File: config.mk
export PLATFORM = sky130hd
export DESIGN_NAME = tile_engine_top
export DESIGN_NICKNAME = d
export VERILOG_FILES = /design/src/apb_pkg.sv /design/src/tile_pkg.sv /design/src/tile_cfg_regs.sv /design/src/tile_controller.sv /design/src/token_fifo.sv /design/src/dot_accumulator.sv /design/src/tile_engine_top.sv
export VERILOG_INCLUDE_DIRS = /design/src /design/src/src
export SDC_FILE = /design/constraint.sdc
export NUM_CORES = 1
export LEC_CHECK = 0
export BUFFER_PORTS_ARGS = -buffer_cell sky130_fd_sc_hd__buf_2
export CORE_AREA = 2 2 243 245
export CTS_CLUSTER_SIZE = 16
export DETAILED_ROUTE_END_ITERATION = 8
export DIE_AREA = 0 0 245 247
export PLACE_DENSITY = 0.78
export SYNTH_ARGS = -nofsm -noshare
export SYNTH_HDL_FRONTEND = slang
export SYNTH_SLANG_ARGS = --single-unit
File: constraint.sdc
create_clock -name clk_i -period 10.6 [get_ports clk_i]
set_clock_uncertainty 0.1 [all_clocks]
set_input_delay 0 -clock clk_i [delete_from_list [all_inputs] [get_ports clk_i]]
set_output_delay 0 -clock clk_i [all_outputs]
set_load 0.02 [all_outputs]
File: src/tile_params.svh
// Sizing macros for the tile engine, shared by the packages and RTL.
// Include wherever lane, beat or width constants are needed.
`ifndef TILE_PARAMS_SVH
`define TILE_PARAMS_SVH

// elements per operand beat
`define LANES 4

// beats per inner tile, also results per tile
`define BEATS 4

`define FIFO_DEPTH 4

// tile count field width
`define TILE_W 4

// accumulator and result width
`define ACC_W 24

`endif

File: src/apb_pkg.sv
// APB bus structs and the register map of the configuration block.
`default_nettype none

package apb_pkg;

  typedef struct packed {
    logic        psel;
    logic        penable;
    logic        pwrite;
    logic [7:0]  paddr;
    logic [31:0] pwdata;
  } apb_req_t;

  typedef struct packed {
    logic [31:0] prdata;
    logic        pready;
    logic        pslverr;
  } apb_rsp_t;

  localparam logic [7:0] REG_CTRL   = 8'h00; // bit 0 starts a run
  localparam logic [7:0] REG_TILES  = 8'h04; // tile_e, tile_p, tile_s nibbles
  localparam logic [7:0] REG_BIAS   = 8'h08; // signed 16 bit
  localparam logic [7:0] REG_STATUS = 8'h0C; // read only, bit 0 busy

endpackage

`default_nettype wire

File: src/tile_pkg.sv
// Datapath types of the tile engine: config, operands, tokens, results.
// Modules import this package for everything that crosses a port.
`default_nettype none

`include "tile_params.svh"

package tile_pkg;

  localparam int unsigned BEAT_W = $clog2(`BEATS);

  typedef logic signed [7:0] elem_t;

  typedef struct packed {
    logic                     start;   // one cycle pulse
    logic [`TILE_W-1:0]       tile_s;
    logic [`TILE_W-1:0]       tile_p;
    logic [`TILE_W-1:0]       tile_e;
    logic signed [15:0]       bias;
  } cfg_t;

  typedef struct packed {
    elem_t [`LANES-1:0] inp;
    elem_t [`LANES-1:0] wgt;
  } operand_t;

  typedef struct packed {
    operand_t           opd;
    logic [BEAT_W-1:0]  beat;
    logic [`TILE_W-1:0] tile_x;
    logic [`TILE_W-1:0] tile_y;
    logic               first_inner;
    logic               last_inner;
  } token_t;

  typedef struct packed {
    logic [`TILE_W-1:0]       tile_x;
    logic [`TILE_W-1:0]       tile_y;
    logic [BEAT_W-1:0]        beat;
    logic signed [`ACC_W-1:0] value;
  } result_t;

  typedef enum logic {
    Idle,
    MatMul
  } step_e;

endpackage

`default_nettype wire

File: src/tile_cfg_regs.sv
// APB slave for the engine configuration: tile counts, bias, start.
// Zero wait states; writes land at the end of the access phase.
`timescale 1ns/10ps
`default_nettype none

module tile_cfg_regs
  import apb_pkg::*;
  import tile_pkg::*;
(
  input  logic     clk_i,
  input  logic     rst_ni,
  input  apb_req_t apb_req_i,
  output apb_rsp_t apb_rsp_o,
  input  logic     busy_i,
  output cfg_t     cfg_o
);

  logic        access, wr_en;
  logic        start_q;
  logic [11:0] tiles_q;
  logic [15:0] bias_q;
  logic        addr_ok;

  assign access = apb_req_i.psel & apb_req_i.penable;
  assign wr_en  = access & apb_req_i.pwrite;

  always_comb begin
    addr_ok          = 1'b1;
    apb_rsp_o.prdata = '0;
    case (apb_req_i.paddr)
      REG_CTRL:   apb_rsp_o.prdata = '0; // start bit self clears
      REG_TILES:  apb_rsp_o.prdata = {20'h0, tiles_q};
      REG_BIAS:   apb_rsp_o.prdata = {16'h0, bias_q};
      REG_STATUS: apb_rsp_o.prdata = {31'h0, busy_i};
      default:    addr_ok = 1'b0;
    endcase
    apb_rsp_o.pready  = 1'b1;
    // status is read only
    apb_rsp_o.pslverr = access & (~addr_ok | (apb_req_i.pwrite & (apb_req_i.paddr == REG_STATUS)));
  end

  always_ff @(posedge clk_i or negedge rst_ni) begin
    if (!rst_ni) begin
      start_q <= 1'b0;
      tiles_q <= 12'h111; // one tile of each
      bias_q  <= '0;
    end else begin
      start_q <= wr_en & (apb_req_i.paddr == REG_CTRL) & apb_req_i.pwdata[0];
      if (wr_en && apb_req_i.paddr == REG_TILES) tiles_q <= apb_req_i.pwdata[11:0];
      if (wr_en && apb_req_i.paddr == REG_BIAS) bias_q <= apb_req_i.pwdata[15:0];
    end
  end

  assign cfg_o.start  = start_q;
  assign cfg_o.tile_s = tiles_q[3:0];
  assign cfg_o.tile_p = tiles_q[7:4];
  assign cfg_o.tile_e = tiles_q[11:8];
  assign cfg_o.bias   = bias_q;

endmodule

`default_nettype wire

File: src/tile_controller.sv
// Tile sequencer for the MatMul layer. Walks tiles, inner tiles and beats,
// tags each accepted operand beat and pushes it as a token.
`timescale 1ns/10ps
`default_nettype none

`include "tile_params.svh"

module tile_controller
  import tile_pkg::*;
(
  input  logic     clk_i,
  input  logic     rst_ni,
  input  cfg_t     cfg_i,
  input  logic     opd_valid_i,
  input  operand_t opd_i,
  output logic     opd_ready_o,
  output logic     push_valid_o,
  output token_t   push_token_o,
  input  logic     push_ready_i,
  output logic     busy_o
);

  step_e                step_d, step_q;
  logic [BEAT_W-1:0]    beat_d, beat_q;
  logic [`TILE_W-1:0]   inner_d, inner_q;
  logic [`TILE_W-1:0]   tile_x_d, tile_x_q;
  logic [`TILE_W-1:0]   tile_y_d, tile_y_q;
  logic [2*`TILE_W-1:0] tile_d, tile_q;
  logic [2*`TILE_W-1:0] tile_total;
  logic                 last_inner, accept;

  assign tile_total = cfg_i.tile_s * cfg_i.tile_p;
  assign last_inner = (inner_q == cfg_i.tile_e - 1'b1);

  // FIFO full is the only back-pressure
  assign opd_ready_o  = (step_q == MatMul) & push_ready_i;
  assign push_valid_o = (step_q == MatMul) & opd_valid_i;
  assign accept       = opd_valid_i & opd_ready_o;
  assign busy_o       = (step_q == MatMul);

  assign push_token_o.opd         = opd_i;
  assign push_token_o.beat        = beat_q;
  assign push_token_o.tile_x      = tile_x_q;
  assign push_token_o.tile_y      = tile_y_q;
  assign push_token_o.first_inner = (inner_q == '0);
  assign push_token_o.last_inner  = last_inner;

  always_comb begin
    step_d   = step_q;
    beat_d   = beat_q;
    inner_d  = inner_q;
    tile_x_d = tile_x_q;
    tile_y_d = tile_y_q;
    tile_d   = tile_q;

    if (step_q == Idle) begin
      if (cfg_i.start) begin
        step_d   = MatMul;
        beat_d   = '0;
        inner_d  = '0;
        tile_x_d = '0;
        tile_y_d = '0;
        tile_d   = '0;
      end
    end else if (accept) begin
      beat_d = beat_q + 1'b1;
      if (beat_q == BEAT_W'(`BEATS - 1)) begin // end of inner tile
        beat_d  = '0;
        inner_d = inner_q + 1'b1;
        if (last_inner) begin
          inner_d = '0;
          tile_d  = tile_q + 1'b1;
          if (tile_x_q == cfg_i.tile_p - 1'b1) begin
            tile_x_d = '0;
            tile_y_d = tile_y_q + 1'b1;
          end else begin
            tile_x_d = tile_x_q + 1'b1;
          end
          if (tile_q == tile_total - 1'b1) step_d = Idle; // last tile done
        end
      end
    end
  end

  always_ff @(posedge clk_i or negedge rst_ni) begin
    if (!rst_ni) begin
      step_q   <= Idle;
      beat_q   <= '0;
      inner_q  <= '0;
      tile_x_q <= '0;
      tile_y_q <= '0;
      tile_q   <= '0;
    end else begin
      step_q   <= step_d;
      beat_q   <= beat_d;
      inner_q  <= inner_d;
      tile_x_q <= tile_x_d;
      tile_y_q <= tile_y_d;
      tile_q   <= tile_d;
    end
  end

endmodule

`default_nettype wire

File: src/token_fifo.sv
// Circular-buffer FIFO with a valid/ready port on each side.
// The payload is a type parameter; a push is accepted when full if a pop happens.
`timescale 1ns/10ps
`default_nettype none

`include "tile_params.svh"

module token_fifo #(
  parameter type payload_t = logic
) (
  input  logic     clk_i,
  input  logic     rst_ni,
  input  logic     push_valid_i,
  input  payload_t push_data_i,
  output logic     push_ready_o,
  output logic     pop_valid_o,
  output payload_t pop_data_o,
  input  logic     pop_ready_i
);

  localparam int unsigned DEPTH = `FIFO_DEPTH;
  localparam int unsigned PTR_W = (DEPTH > 1) ? $clog2(DEPTH) : 1;

  payload_t                   mem [DEPTH];
  logic [PTR_W-1:0]           wr_ptr_q, rd_ptr_q;
  logic [$clog2(DEPTH+1)-1:0] count_q;
  logic                       push, pop;

  assign pop_valid_o  = (count_q != '0);
  assign pop_data_o   = mem[rd_ptr_q];
  assign push_ready_o = (count_q != DEPTH[$bits(count_q)-1:0]) | pop_ready_i;
  assign push         = push_valid_i & push_ready_o;
  assign pop          = pop_valid_o & pop_ready_i;

  always_ff @(posedge clk_i) begin
    if (push) mem[wr_ptr_q] <= push_data_i;
  end

  always_ff @(posedge clk_i or negedge rst_ni) begin
    if (!rst_ni) begin
      wr_ptr_q <= '0;
      rd_ptr_q <= '0;
      count_q  <= '0;
    end else begin
      if (push) wr_ptr_q <= (wr_ptr_q == PTR_W'(DEPTH - 1)) ? '0 : wr_ptr_q + 1'b1;
      if (pop) rd_ptr_q <= (rd_ptr_q == PTR_W'(DEPTH - 1)) ? '0 : rd_ptr_q + 1'b1;
      if (push && !pop) count_q <= count_q + 1'b1;
      else if (pop && !push) count_q <= count_q - 1'b1;
    end
  end

endmodule

`default_nettype wire

File: src/dot_accumulator.sv
// Consumes tokens, forms the lane dot product and accumulates it per beat
// over the inner tiles. Last inner tile loads one biased result for output.
`timescale 1ns/10ps
`default_nettype none

`include "tile_params.svh"

module dot_accumulator
  import tile_pkg::*;
(
  input  logic               clk_i,
  input  logic               rst_ni,
  input  logic signed [15:0] bias_i,
  input  logic               tok_valid_i,
  input  token_t             tok_i,
  output logic               tok_ready_o,
  output logic               res_valid_o,
  output result_t            res_o,
  input  logic               res_ready_i
);

  logic signed [`ACC_W-1:0] psum_q [`BEATS];
  logic signed [`ACC_W-1:0] dot, base, sum;
  logic                     res_valid_q;
  result_t                  res_q;
  logic                     pop;

  always_comb begin
    dot = '0;
    for (int i = 0; i < `LANES; i++) begin
      dot = dot + $signed(tok_i.opd.inp[i]) * $signed(tok_i.opd.wgt[i]);
    end
    base = tok_i.first_inner ? '0 : psum_q[tok_i.beat]; // restart on first inner
    sum  = base + dot;
  end

  // last_inner tokens wait for a free result slot
  assign tok_ready_o = ~tok_i.last_inner | ~res_valid_q | res_ready_i;
  assign pop         = tok_valid_i & tok_ready_o;

  always_ff @(posedge clk_i) begin
    if (pop && !tok_i.last_inner) psum_q[tok_i.beat] <= sum;
    if (pop && tok_i.last_inner) begin
      res_q.tile_x <= tok_i.tile_x;
      res_q.tile_y <= tok_i.tile_y;
      res_q.beat   <= tok_i.beat;
      res_q.value  <= sum + bias_i;
    end
  end

  always_ff @(posedge clk_i or negedge rst_ni) begin
    if (!rst_ni) begin
      res_valid_q <= 1'b0;
    end else if (pop && tok_i.last_inner) begin
      res_valid_q <= 1'b1;
    end else if (res_ready_i) begin
      res_valid_q <= 1'b0; // drained
    end
  end

  assign res_valid_o = res_valid_q;
  assign res_o       = res_q;

endmodule

`default_nettype wire

File: src/tile_engine_top.sv
// Top level of the tile engine: APB registers, tile controller,
// token FIFO and dot-product accumulator.
`timescale 1ns/10ps
`default_nettype none

module tile_engine_top
  import apb_pkg::*;
  import tile_pkg::*;
(
  input  logic     clk_i,
  input  logic     rst_ni,
  input  apb_req_t apb_req_i,
  output apb_rsp_t apb_rsp_o,
  input  logic     opd_valid_i,
  input  operand_t opd_i,
  output logic     opd_ready_o,
  output logic     res_valid_o,
  output result_t  res_o,
  input  logic     res_ready_i
);

  cfg_t   cfg;
  logic   busy;
  logic   push_valid, push_ready;
  token_t push_token;
  logic   pop_valid, pop_ready;
  token_t pop_token;

  tile_cfg_regs i_regs (
    .clk_i     (clk_i),
    .rst_ni    (rst_ni),
    .apb_req_i (apb_req_i),
    .apb_rsp_o (apb_rsp_o),
    .busy_i    (busy),
    .cfg_o     (cfg)
  );

  tile_controller i_ctrl (
    .clk_i        (clk_i),
    .rst_ni       (rst_ni),
    .cfg_i        (cfg),
    .opd_valid_i  (opd_valid_i),
    .opd_i        (opd_i),
    .opd_ready_o  (opd_ready_o),
    .push_valid_o (push_valid),
    .push_token_o (push_token),
    .push_ready_i (push_ready),
    .busy_o       (busy)
  );

  token_fifo #(.payload_t(token_t)) i_fifo (
    .clk_i        (clk_i),
    .rst_ni       (rst_ni),
    .push_valid_i (push_valid),
    .push_data_i  (push_token),
    .push_ready_o (push_ready),
    .pop_valid_o  (pop_valid),
    .pop_data_o   (pop_token),
    .pop_ready_i  (pop_ready)
  );

  dot_accumulator i_acc (
    .clk_i       (clk_i),
    .rst_ni      (rst_ni),
    .bias_i      (cfg.bias),
    .tok_valid_i (pop_valid),
    .tok_i       (pop_token),
    .tok_ready_o (pop_ready),
    .res_valid_o (res_valid_o),
    .res_o       (res_o),
    .res_ready_i (res_ready_i)
  );

endmodule

`default_nettype wire

[Yosys cells after proc, flatten, opt, wreduce, memory -nomap -nowiden]
Memories as Yosys holds them, arrays and structs flattened.
Cells that the tools add are included.
Word-level totals
  register bits after elaboration: 94
  bits in writable memories: 400
  input port bits: 111
  output and inout port bits: 70
  logic and storage cells: 136
  memories: 2
Memory list
  i_fifo.mem: depth 4, bits a word 76, rd ports 1, clocked after memory_dff 0, write ports 1, line token_fifo.sv:24  | payload_t mem [DEPTH];
  i_acc.psum_q: depth 4, bits a word 24, rd ports 1, clocked after memory_dff 0, write ports 1, line dot_accumulator.sv:22  | logic signed [`ACC_W-1:0] psum_q [`BEATS];
Operators by class
  add/subtract/negate cells: 17
  multiply operators: 5
  equal/unequal tests: 14
  muxes and demuxes: 43
  bitwise gates (word level): 18
  reduce and logical (&&, ||, !) cells: 20
Operators with widths (count)
  $add A24 B24 Y24: 4
  $mul A8 B8 Y16: 4
  $mux W4: 15
  $pmux W16 S3: 1
  $mux W8: 5
  $add A24 B16 Y24: 1
  $mux W24: 1
  $eq A8 B4 Y1 const B: 2
  $mux W1: 13
  $add A4 B1 Y4 const B: 3
  $mux W2: 6
  $and A1 B1 Y1: 11
  $add A8 B1 Y8 const B: 1
  $eq A4 B4 Y1: 2
  $eq A8 B3 Y1 const B: 1
  $eq A8 B8 Y1: 1
  $logic_not A8 Y1: 1
  $mul A4 B4 Y8: 1
  $ne A2 B2 Y1 const B: 4
  $sub A4 B1 Y4 const B: 2
  $sub A8 B1 Y8 const B: 1
  $add A2 B1 Y2 const B: 3
  $eq A2 B2 Y1 const B: 3
  $logic_and A1 B1 Y1: 6
  other kinds (15): 25

[Depth between registers and ports, before layout]
Gate-level depths: netlist of the first run.
An unclocked memory read counts as a cell.
  depth in word-level cells: 10
  depth in mapped cells: 44

[Modules after synthesis]
A second synthesis of the first run with hierarchy kept.
Second synthesis, totals
  cell total of the unflattened synthesis: 2545
  area total of the unflattened synthesis: 34312.9 µm²
Modules (own cells, without submodules)
  dot_accumulator: instances 1, cells an instance 1683, area an instance 18895.6 µm², seq. area each 3928.8 µm²
  token_fifo: instances 1, cells an instance 437, area an instance 11388.4 µm², seq. area each 9303.9 µm²
  tile_controller: instances 1, cells an instance 299, area an instance 2544.9 µm², seq. area each 575.6 µm²
  tile_cfg_regs: instances 1, cells an instance 126, area an instance 1483.9 µm², seq. area each 729.4 µm²

[Worst setup path before layout of the first run]
OpenSTA, ideal clock, no wires.
  path type: flip-flop to flip-flop
  start point: register i_fifo.rd_ptr_q[0]
  end point: register i_acc.res_q, in the netlist i_acc.res_o[23] (data pin)
  library setup time: 267 ps
  arrival time: 9936 ps
  data required time: 10233 ps
  slack: 297 ps
  cell stages (with the launch flop): 43
  buffers on the path: 3
  cell sequence: dfrtp_1 > buf_6 > buf_2 > buf_1 > mux4_2 > and2_1 > fa_1 > inv_1 > fa_1 > inv_1 > fa_1 > inv_1 > fa_1 > inv_1 > ha_1 > a21oi_1 > o21bai_1 > a21oi_1 > (+7 left out) > fa_1 > inv_1 > ha_1 > o21ai_0 > nand2b_1 > a311oi_1 > nor2_1 > o311ai_0 > nor2b_1 > o21bai_1 > xor2_1 > ha_1 > or3_1 > o21a_1 > a21oi_1 > a21oi_1 > xnor2_1 > xnor2_1
Between the ends
  cells in the longest elaborated chain, start to end: 7
  elaborated cells on any way between the ends: 12
  classes of those cells: add/sub: 5; mul: 4; mux: 1; memory: 2
Ends and longest elaborated chain
  start, declared: line token_fifo.sv:25  | logic [PTR_W-1:0] wr_ptr_q, rd_ptr_q;
  start signal, assigned: line token_fifo.sv:46  | if (pop) rd_ptr_q <= (rd_ptr_q == PTR_W'(DEPTH - 1)) ? '0 : rd_ptr_q + 1'b1;
  $mem_v2 Z4 W76 *
  $mul A8 B8 Y16: line dot_accumulator.sv:31  | dot = dot + $signed(tok_i.opd.inp[i]) * $signed(tok_i.opd.wgt[i]);
  $add A24 B24 Y24 (3 in series): line dot_accumulator.sv:31
  $add A24 B24 Y24 *: line dot_accumulator.sv:34  | sum = base + dot;
  via i_acc.sum[21]: line dot_accumulator.sv:23  | logic signed [`ACC_W-1:0] dot, base, sum;
  $add A24 B16 Y24 *: line dot_accumulator.sv:47  | res_q.value <= sum + bias_i;
  end, declared: line dot_accumulator.sv:25  | result_t res_q;
The timed path passes the listed nets; every way through them passes the cells marked *.
A chain may end at the register's enable or synchronous reset.

[Worst setup path after layout of the first run]
Same ends and word-level chain as after synthesis.

==> run metrics, run 1 <==
status finished clean; Top FF cell, synth edfxtp_1; first-pass GRT wire length 113 mm; clock tree buffer depth 3; largest net degree at the start of global routing 61; CP endpoint kind register; most instantiated cells after synthesis inv_1, edfxtp_1, fa_1; max-slew violations 0; Detail Placement HPWL 51.1 mm; MaxCap Viol Count 0; final setup vio count 0; drt first pass iters 5; largest stage delay on the critical path 0.58 ns; DRC 0; IO Pins 181; CP most frequent cell fa_1; hold crit path type in -> async; ANT nets after route 0; CTS Buf Count 51; grt total ovfl 0; slowest CP cell mux4_2; CTS tree done; Yosys top cell area share 39.7%; Starting Density a little under three fifths; Vias per Instance 5.57; starting DRC count in detailed routing about 1,400; later-pin clock latency in the skew report 0.60 ns; top cell family by delay on the critical path adder cells; Tmin final about 10 ns; gp weighted congestion 0.945; post-synth top area cell edfxtp_1; layout cells sized above 1 between 15 and 20%; f_max 96.6 MHz; syn avg cell area around 13 um^2; EDFF count, synth 434; post-synthesis cell count 2,525; detailed-route via count 20,500; fin worst setup slack 0.252 ns; Slew headroom 27.9%; vias in the first global route roughly 22,000; Synth Cell Area 0.0328 mm^2; Setup CP Type reg -> reg; most numerous cell in the Yosys netlist inv_1; Worst Path Max Fanout 6; synth warn 0; Async SR Flop Fraction 12.1%; Total Wirelength 70.9 mm; Arrival @ worst endpoint 10.58 ns; overall die width 245 um; startpoint types register; WL/cell 19.3 um; fin crit share 97.6%; Root Driver clkbuf_16; Nets about 3,400; Hold Fails Final Rpt 0; synthesis-to-finish area growth 15.3%; Register Area 0.0145 mm^2; Clock transition at path regs 0.07 ns; Area contributors post-synth edfxtp_1, fa_1, ha_1; distinct cell type count after synthesis 66; Die Y between 200 and 250 um; row cnt 89; Fill cells just over 4,000; register area share after synthesis 44.3%; IO buf count around 150; core area 0.0582 mm^2; antenna violations before repair 2; Required @ worst endpoint 10.83 ns; GRT Util Overall 23.9%; CTS H-tree depth 2; die area approximately 0.06 mm^2; measured slew at the worst slew-check pin 1.08 ns; Multi-input gate area 0.0165 mm^2; synthesized flop and latch total 494; Num Clock Sinks 494; post-place setup slack 0.0638 ns; CP bufs+invs 8
==> cell type report <==
class                      instances  area share, %
clock buffer                      66           3.74
inverter                         444           4.41
sequential                       494           38.5
antenna                            1        0.00662
tap                              773           2.56
timing repair buffer             323           6.34
clock inverter                    28          0.755
multi-input combinational       1545           43.7
==> routing by layer <==
layer	up-vias	part of all wire (%)	track usage (%)
li1	9236	-	-
met1	10500	40	30.6
met2	587	52	42.0
met3	134	5.0	3.47
met4	4	2.9	7.89
met5	-	0.038	0
==> worst reg2reg max path, delay by kind of cell, from the launching register on <==
family	cells	cell delay (ns)
XOR/XNOR	4	0.69
multiplexers	1	0.58
AO/OA/AOI/OAI	12	2.28
adder cells (fa/ha/maj)	10	4.40
buffers and inverters	8	0.71
AND/OR/NAND/NOR	3	0.83
flip-flops	1	0.50
==> cells in the final DEF, fill, tap and decap left out, types with 93 or more instances in the layout <==
| cell type | n |
|---|---|
| ha_1 | 191 |
| nand2_1 | 139 |
| dlygate4sd3_1 | 100 |
| edfxtp_1 | 434 |
| buf_2 | 147 |
| and2_1 | 162 |
| inv_1 | 444 |
| xnor2_1 | 93 |
| mux4_2 | 97 |
| fa_1 | 282 |
==> state kept, by name, summed over array words and instances (netlist names), 2 cells and up <==
| signal | flops |
|---|---|
| i_ctrl.tile_y_q | 4 |
| i_fifo.count_q | 3 |
| i_acc.res_o | 34 |
| i_fifo.rd_ptr_q | 2 |
| i_fifo.mem | 304 |
| i_regs.bias_q | 16 |
| i_acc.psum_q | 96 |
| i_fifo.wr_ptr_q | 2 |
| i_ctrl.inner_q | 4 |
| i_ctrl.beat_q | 2 |
| i_regs.tiles_q | 12 |
| i_ctrl.tile_q | 8 |
| i_ctrl.tile_x_q | 4 |
==> kinds of logic after synthesis <==
group	after synthesis	share of synthesized area, %
fa+ha+maj	476	24.6
compound gates	241	4.82
xor+xnor	137	3.66
other cells	2	0.0229
mux	134	7.92
flops	494	44.3
simple gates	540	8.63
buf+inv	501	6.00
==> final timing paths <==
check / startpoint / to / slack (ns) / cells after the start
max: i_fifo.rd_ptr_q[0] / i_acc.res_o[23] / 0.25 / 38
min: rst_ni / i_ctrl.tile_q[5] / 0.04 / 3
max reg2reg: i_fifo.rd_ptr_q[0] / i_acc.res_o[23] / 0.25 / 38
min reg2reg: i_regs.bias_q[14] / i_regs.bias_q[14] / 0.43 / 1
max in group asynchronous: rst_ni / i_fifo.rd_ptr_q[0] / 9.70 / 3
min in group clk_i: apb_req_i[40] / i_regs.tiles_q[6] / 0.06 / 5
==> metrics by stage <==
step / hold slack [ns] / instance area [um^2] / cells / TNS, ns / util (%)
after global placement: 0.110 / 34600 / 3443 / 0 / 59.4
after CTS: 0.0185 / 37300 / 3637 / 0 / 64.1
after global routing: 0.0623 / 37800 / 3673 / -0.160 / 64.9
final: 0.0367 / 37800 / 3674 / 0 / 64.9
after detailed placement: 0.116 / 34600 / 3443 / 0 / 59.4
after floorplan: -0.396 / 32800 / 2540 / 0 / -
==> what timing repair did <==
| action | CTS | global route |
|---|---|---|
| gates resized for setup | 0 | 42 |
| buffers inserted | 0 | 34 |
| setup endpoints to repair | 0 | 5 |
| endpoints found under the hold margin | 351 | 0 |
| hold buffers | 100 | 0 |
Power of run 1 is not shown: default switching activity piles up to over one toggle a cycle in this logic, so the estimate is an artifact.
==> inputs of run 2 (changes only) <==
Settings changed: CORE_AREA 2 2 243 245 to 2 2 249 251, DIE_AREA 0 0 245 247 to 0 0 251 253, PLACE_DENSITY 0.78 to 0.77, SYNTH_HIERARCHICAL set to 1.
==> run metrics, run 2 <==
post-synth top area cell edfxtp_1; DRC 0 (unchanged); CP endpoint kind register; synth warn 6 (+6); Clock transition at path regs 0.06 ns (about the same); clock tree buffer depth 3 (unchanged); CTS Buf Count 50 (-2.0%); vias in the first global route 23,200 (+6.5%); row cnt 91 (+2.2%); Setup CP Type reg -> reg; Die Y 253 um (+2.4%); Starting Density 56.2% (-0.074 points); Slew headroom 27.2% (-0.77 points); Yosys top cell area share 38.0% (-1.8 points); synthesis-to-finish area growth 22.1%; Num Clock Sinks 494 (unchanged); largest family of logic cells by synthesized area adder cells; layout cells sized above 1 29.6% (+13 points); EDFF count, synth 434 (unchanged); ANT nets after route 0 (unchanged); overall die width 251 um (+2.4%); max-slew violations 0 (unchanged); Nets 3,684 (+6.9%); distinct cell type count after synthesis 78 (+18%); WL/cell 21.1 um (+9.6%); most frequent cells in the layout edfxtp_1, inv_1, fa_1; status complete, but fails checks; Arrival @ worst endpoint 12.68 ns (+2.10 ns); core area 0.0610 mm^2 (+4.8%); startpoint types register; largest stage delay on the critical path 0.56 ns (-0.02 ns); later-pin clock latency in the skew report 0.65 ns (+0.05 ns); antenna violations before repair 2 (unchanged); Root Driver clkbuf_16; Largest Register i_fifo/mem; failing checks negative setup slack; Top FF cell, synth edfxtp_1; grt total ovfl 0 (unchanged); GRT Util Overall 26.1% (+2.2 points); Vias per Instance 5.51 (-1.0%); starting DRC count in detailed routing 1,429 (+5.9%); IO buf count 147 (unchanged); Hold Fails Final Rpt 0 (unchanged); CP most frequent cell fa_1; Async SR Flop Fraction 12.1% (unchanged); f_max 80.6 MHz (-17%); RSZ-0062 raised after global routing true; mux contribution to synthesized area 7.71% (-0.21 points); Synth Cell Area 0.0343 mm^2 (+4.7%); largest net degree at the start of global routing 64 (+4.9%); fin worst setup slack -1.81 ns (-2.06 ns); Synth Area in XOR/XNOR 2.82% (-0.84 points); Area contributors post-synth edfxtp_1, fa_1, ha_1; final setup vio count 73 (+73); Worst Path Max Fanout 6 (unchanged); CTS tree done; post-synthesis compound-gate area fraction 3.50% (-1.3 points); Total Wirelength 81.2 mm (+15%); measured slew at the worst slew-check pin 1.09 ns (+0.0139 ns); Tmin final 12.41 ns (+2.06 ns); Required @ worst endpoint 10.87 ns (+0.04 ns); die area 0.0635 mm^2 (+4.9%); first-pass GRT wire length 127 mm (+12%); detailed-route via count 21,200 (+3.5%); Post-Synth Adder-Cell Area 28.4% (+3.8 points); syn avg cell area 13.5 um^2 (+3.8%); gp weighted congestion 0.903 (-4.5%); register area share after synthesis 42.4% (-2.0 points); IO Pins 181 (unchanged); slowest CP cell mux4_2; CTS H-tree depth 2 (unchanged); synthesized flop and latch total 494 (unchanged); hold crit path type in -> reg; most numerous cell in the Yosys netlist inv_1; Fill cells 4,029 (-0.30%); post-synthesis cell count 2,545 (+0.79%); MaxCap Viol Count 0 (unchanged); Detail Placement HPWL 58.0 mm (+13%); most instantiated cells after synthesis inv_1, edfxtp_1, fa_1; drt first pass iters 5 (unchanged); sum of negative setup slack -52.00 ns (-52.00 ns); commonest non-fill, non-tap cell in the layout edfxtp_1; Post-Synth Simple-Gate Area 7.79% (-0.84 points); Largest register FFs 304 (unchanged); fin crit share 117% (+19 points)
run 2: critical path: cells and delay by family (launching register included):
family / cells / cell delay, ns
XOR/XNOR: 2 / 0.34
multiplexers: 1 / 0.56
AO/OA/AOI/OAI: 13 / 2.39
adder cells (fa/ha/maj): 16 / 7.24
AND/OR/NAND/NOR: 3 / 0.43
flip-flops: 1 / 0.49
buffers and inverters: 10 / 0.60
run 2: final timing paths:
check / cells past startpoint / start / slack, ns / endpoint
max in group asynchronous: 4 / rst_ni / 9.22 / i_fifo/rd_ptr_q[0]
hold / removal: 2 / opd_i[38] / 0.03 / i_fifo/mem[3][50]
setup / recovery: 45 / i_fifo/rd_ptr_q[0] / -1.81 / i_acc/res_o[23]
setup reg to reg: 45 / i_fifo/rd_ptr_q[0] / -1.81 / i_acc/res_o[23]
hold reg to reg: 1 / i_fifo/count_q[2] / 0.43 / i_fifo/count_q[2]
min in group asynchronous: 4 / rst_ni / 0.53 / i_regs/tiles_q[7]
run 2: kinds of logic (layout without fill, tap and decap cells):
family | Yosys count | after routing
AND/OR/NAND/NOR | 500 | 500
other | 2 | 18
XOR/XNOR | 103 | 103
AO/OA/AOI/OAI | 177 | 177
adder cells (fa/ha/maj) | 563 | 563
multiplexers | 133 | 133
flip-flops | 494 | 494
buffers and inverters | 573 | 1062
run 2: layer usage:
layer  wire, um  share of wire (%)  vias up  track usage (%)
met5         13              0.016        -                0
met4       2020                2.5        2             6.89
met3       5120                6.3      124             4.32
met2      40500                 50      701             44.6
met1      33500                 41    10900             35.0
li1           -                  -     9390                -
run 2: area by class of cell:
| cell class | count | area [um^2] | area share (%) |
|---|---|---|---|
| clock buffers | 58 | 1310 | 3.13 |
| well taps | 790 | 988 | 2.36 |
| diodes | 1 | 2.50 | 0.00597 |
| multi-input cells | 1493 | 18900 | 45.2 |
| repair buffers | 523 | 4020 | 9.59 |
| inverters | 448 | 1690 | 4.02 |
| clock inverters | 33 | 419 | 1.00 |
| flip-flops and latches | 494 | 14500 | 34.7 |
run 2: what timing repair did:
action	CTS	global route
hold buffers	89	0
gates cloned	2	0
endpoints found under the setup margin	77	83
pin swaps	84	50
resized for setup	169	97
endpoints found under the hold margin	355	0
buffers inserted	63	17
run 2: through the flow:
stage,cells,hold slack [ns],instance area (um^2),setup WS [ns],util (%)
2_1_floorplan,2560,-0.396,34700,-1.25,-
3_3_place_gp,3581,0.108,37200,-1.80,60.9
3_5_place_dp,3581,0.118,37200,-1.96,60.9
4_1_cts,3823,0.00369,41300,-1.72,67.6
5_1_grt,3840,0.0158,41900,-2.24,68.7
6_report,3840,0.0256,41900,-1.81,68.7
Power of run 2 is left out for the same reason.
==> inputs of run 3 (changes only) <==
Settings changed: ABC_AREA set to 1, CORE_AREA 2 2 249 251 to 2 2 259 261, DIE_AREA 0 0 251 253 to 0 0 261 263.
==> run metrics, run 3 <==
status complete, but fails checks; failing checks negative setup slack; Vias per Instance 5.32 (-3.5%); gp weighted congestion 0.895 (-0.86%); RSZ-0062 raised after global routing true; largest net degree at the start of global routing 92 (+44%); max layer used met4; placed instance count 4,794 (+34%); fin worst setup slack -1.55 ns (+0.253 ns); post-synth top area cell edfxtp_1; Yosys top cell area share 35.0% (-2.9 points); row cnt 94 (+3.3%); Top FF cell, synth edfxtp_1; core area 0.0656 mm^2 (+7.5%); Async SR Flop Fraction 12.1% (unchanged); distinct cell type count after synthesis 58 (-26%); Starting Density 56.7% (+0.43 points); Area contributors post-synth edfxtp_1, fa_1, inv_1; met2 routed WL 49.2 mm (+21%); synthesis-to-finish area growth 21.8%; GRT Util Overall 26.5% (+0.48 points); Hold Fails Final Rpt 0 (unchanged); worst reg-to-reg path cell count 49 (+8.9%); startpoint types register; register area share after synthesis 39.1% (-3.3 points); antenna violations before repair 4 (+2); EDFF count, synth 434 (unchanged); later-pin clock latency in the skew report 0.60 ns (-0.05 ns); MaxCap Viol Count 0 (unchanged); most frequent cells in the layout inv_1, nand2_1, edfxtp_1; hold crit path type in -> async; met1 wire length 34.0 mm (+1.4%); drt first pass iters 6 (+1); CTS tree done; Slew headroom 32.4% (+5.2 points); die area 0.0686 mm^2 (+8.1%); measured slew at the worst slew-check pin 1.01 ns (-0.0757 ns); WL/cell 18.2 um (-14%); commonest non-fill, non-tap cell in the layout inv_1; Nets 4,817 (+31%); Num Clock Sinks 494 (unchanged); sum of negative setup slack -33.59 ns (+18.41 ns); flop-to-flop setup slack -1.55 ns (+0.25 ns); Worst Path Max Fanout 13 (+7); reg2reg start i_fifo/rd_ptr_q[0]; CTS H-tree depth 2 (unchanged); layout cells sized above 1 24.9% (-4.6 points); CP endpoint kind register; Total Wirelength 92.2 mm (+14%); Required @ worst endpoint 10.85 ns (-0.02 ns); f_max 82.3 MHz (+2.1%); synth warn 6 (unchanged); r2r endpoint i_acc/res_o[22]; crit path to i_acc/res_o[22]; most numerous cell in the Yosys netlist inv_1; Largest register FFs 304 (unchanged); Synth Cell Area 0.0372 mm^2 (+8.4%); most instantiated cells after synthesis inv_1, nand2_1, edfxtp_1; IO buf count 147 (unchanged); max-slew violations 0 (unchanged); starting DRC count in detailed routing 2,283 (+60%); syn avg cell area 9.95 um^2 (-26%); Setup CP Type reg -> reg; Fill cells 4,333 (+7.5%); post-synthesis cell count 3,738 (+47%); first-pass GRT wire length 144 mm (+13%); fin crit share 115% (-2.4 points); Detail Placement HPWL 62.7 mm (+8.1%); Tmin final 12.15 ns (-0.253 ns); grt total ovfl 0 (unchanged); met3 wire len 5.48 mm (+7.0%); synthesized flop and latch total 494 (unchanged); clock tree buffer depth 3 (unchanged); CP Launch Point i_fifo/rd_ptr_q[0]; Die Y 263 um (+4.0%); CP most frequent cell fa_1; CTS Buf Count 50 (unchanged); largest stage delay on the critical path 0.61 ns (+0.05 ns); ANT nets after route 0 (unchanged); Clock transition at path regs 0.06 ns (about the same); overall die width 261 um (+4.0%); Arrival @ worst endpoint 12.41 ns (-0.27 ns); Root Driver clkbuf_16; DRC 0 (unchanged); vias in the first global route 28,400 (+23%); IO Pins 181 (unchanged); detailed-route via count 26,900 (+27%); slowest CP cell fa_1; Largest Register i_fifo/mem; final setup vio count 69 (-5.5%); final cell count without fillers 5,052 (+32%)
==> run 3: cell type report <==
| cell class | instances | area (um^2) | share of cell area (%) |
|---|---|---|---|
| Clock buffer | 66 | 1430 | 3.17 |
| Sequential cell | 494 | 14500 | 32.1 |
| Multi-Input combinational cell | 2179 | 20100 | 44.3 |
| Antenna cell | 4 | 10.0 | 0.0221 |
| Clock inverter | 27 | 343 | 0.757 |
| Inverter | 856 | 3240 | 7.16 |
| Timing Repair Buffer | 562 | 4580 | 10.1 |
| Tap cell | 864 | 1080 | 2.39 |
==> run 3: per-layer routing <==
metal,vias to the layer above,GRT usage [%]
met1,13200,31.6
met4,0,9.61
met2,1033,48.7
met3,269,3.52
met5,-,0
li1,12400,-
==> run 3: how the worst min path moves through the flow <==
| stage | from | endpoint | slack [ns] | cells past startpoint |
|---|---|---|---|---|
| after global routing | opd_i[2] | i_fifo/mem[2][14] | 0.03 | 2 |
| final | rst_ni | i_regs/tiles_q[2] | 0.04 | 3 |
| after floorplan | rst_ni | i_acc/res_valid_o | -0.40 | 0 |
| after global placement | apb_req_i[15] | i_regs/bias_q[15] | 0.1 | 3 |
| after detailed placement | apb_req_i[15] | i_regs/bias_q[15] | 0.1 | 3 |
| after CTS | opd_i[50] | i_fifo/mem[2][62] | 0.01 | 2 |
==> run 3: per-stage QoR <==
stage	area (um^2)	setup WS [ns]	util, %	hold WS [ns]
2_1_floorplan	37700	-0.738	-	-0.396
3_3_place_gp	40000	-1.48	61.0	0.0972
3_5_place_dp	40000	-1.61	61.0	0.0997
4_1_cts	44400	-1.34	67.6	0.0149
5_1_grt	45300	-1.84	69.0	0.0342
6_report	45300	-1.55	69.0	0.0389
==> run 3: cells by family (layout without fill, tap and decap cells) <==
group	Yosys count	after routing	synth area share, %
xor+xnor	77	77	1.81
simple gates	1120	1120	12.7
flops	494	494	39.1
other cells	2	21	0.0202
buf+inv	1080	1511	12.5
fa+ha+maj	563	563	26.3
compound gates	402	402	7.68
==> run 3: repair_timing <==
| item | CTS | global route |
|---|---|---|
| endpoints found under the hold margin | 356 | 0 |
| gates cloned | 7 | 1 |
| gates resized for setup | 227 | 178 |
| setup buffers | 33 | 21 |
| hold buffers | 102 | 0 |
| pin swaps | 70 | 96 |
| setup endpoints to repair | 66 | 83 |
==> run 3: worst max-delay path: cells and delay by family (launching register included) <==
kind	cells	cell delay (ns)
buffers and inverters	10	0.97
flip-flops	1	0.51
XOR/XNOR	3	0.47
AND/OR/NAND/NOR	14	1.85
adder cells (fa/ha/maj)	16	6.88
AO/OA/AOI/OAI	6	1.06
Power of run 3 is left out for the same reason.
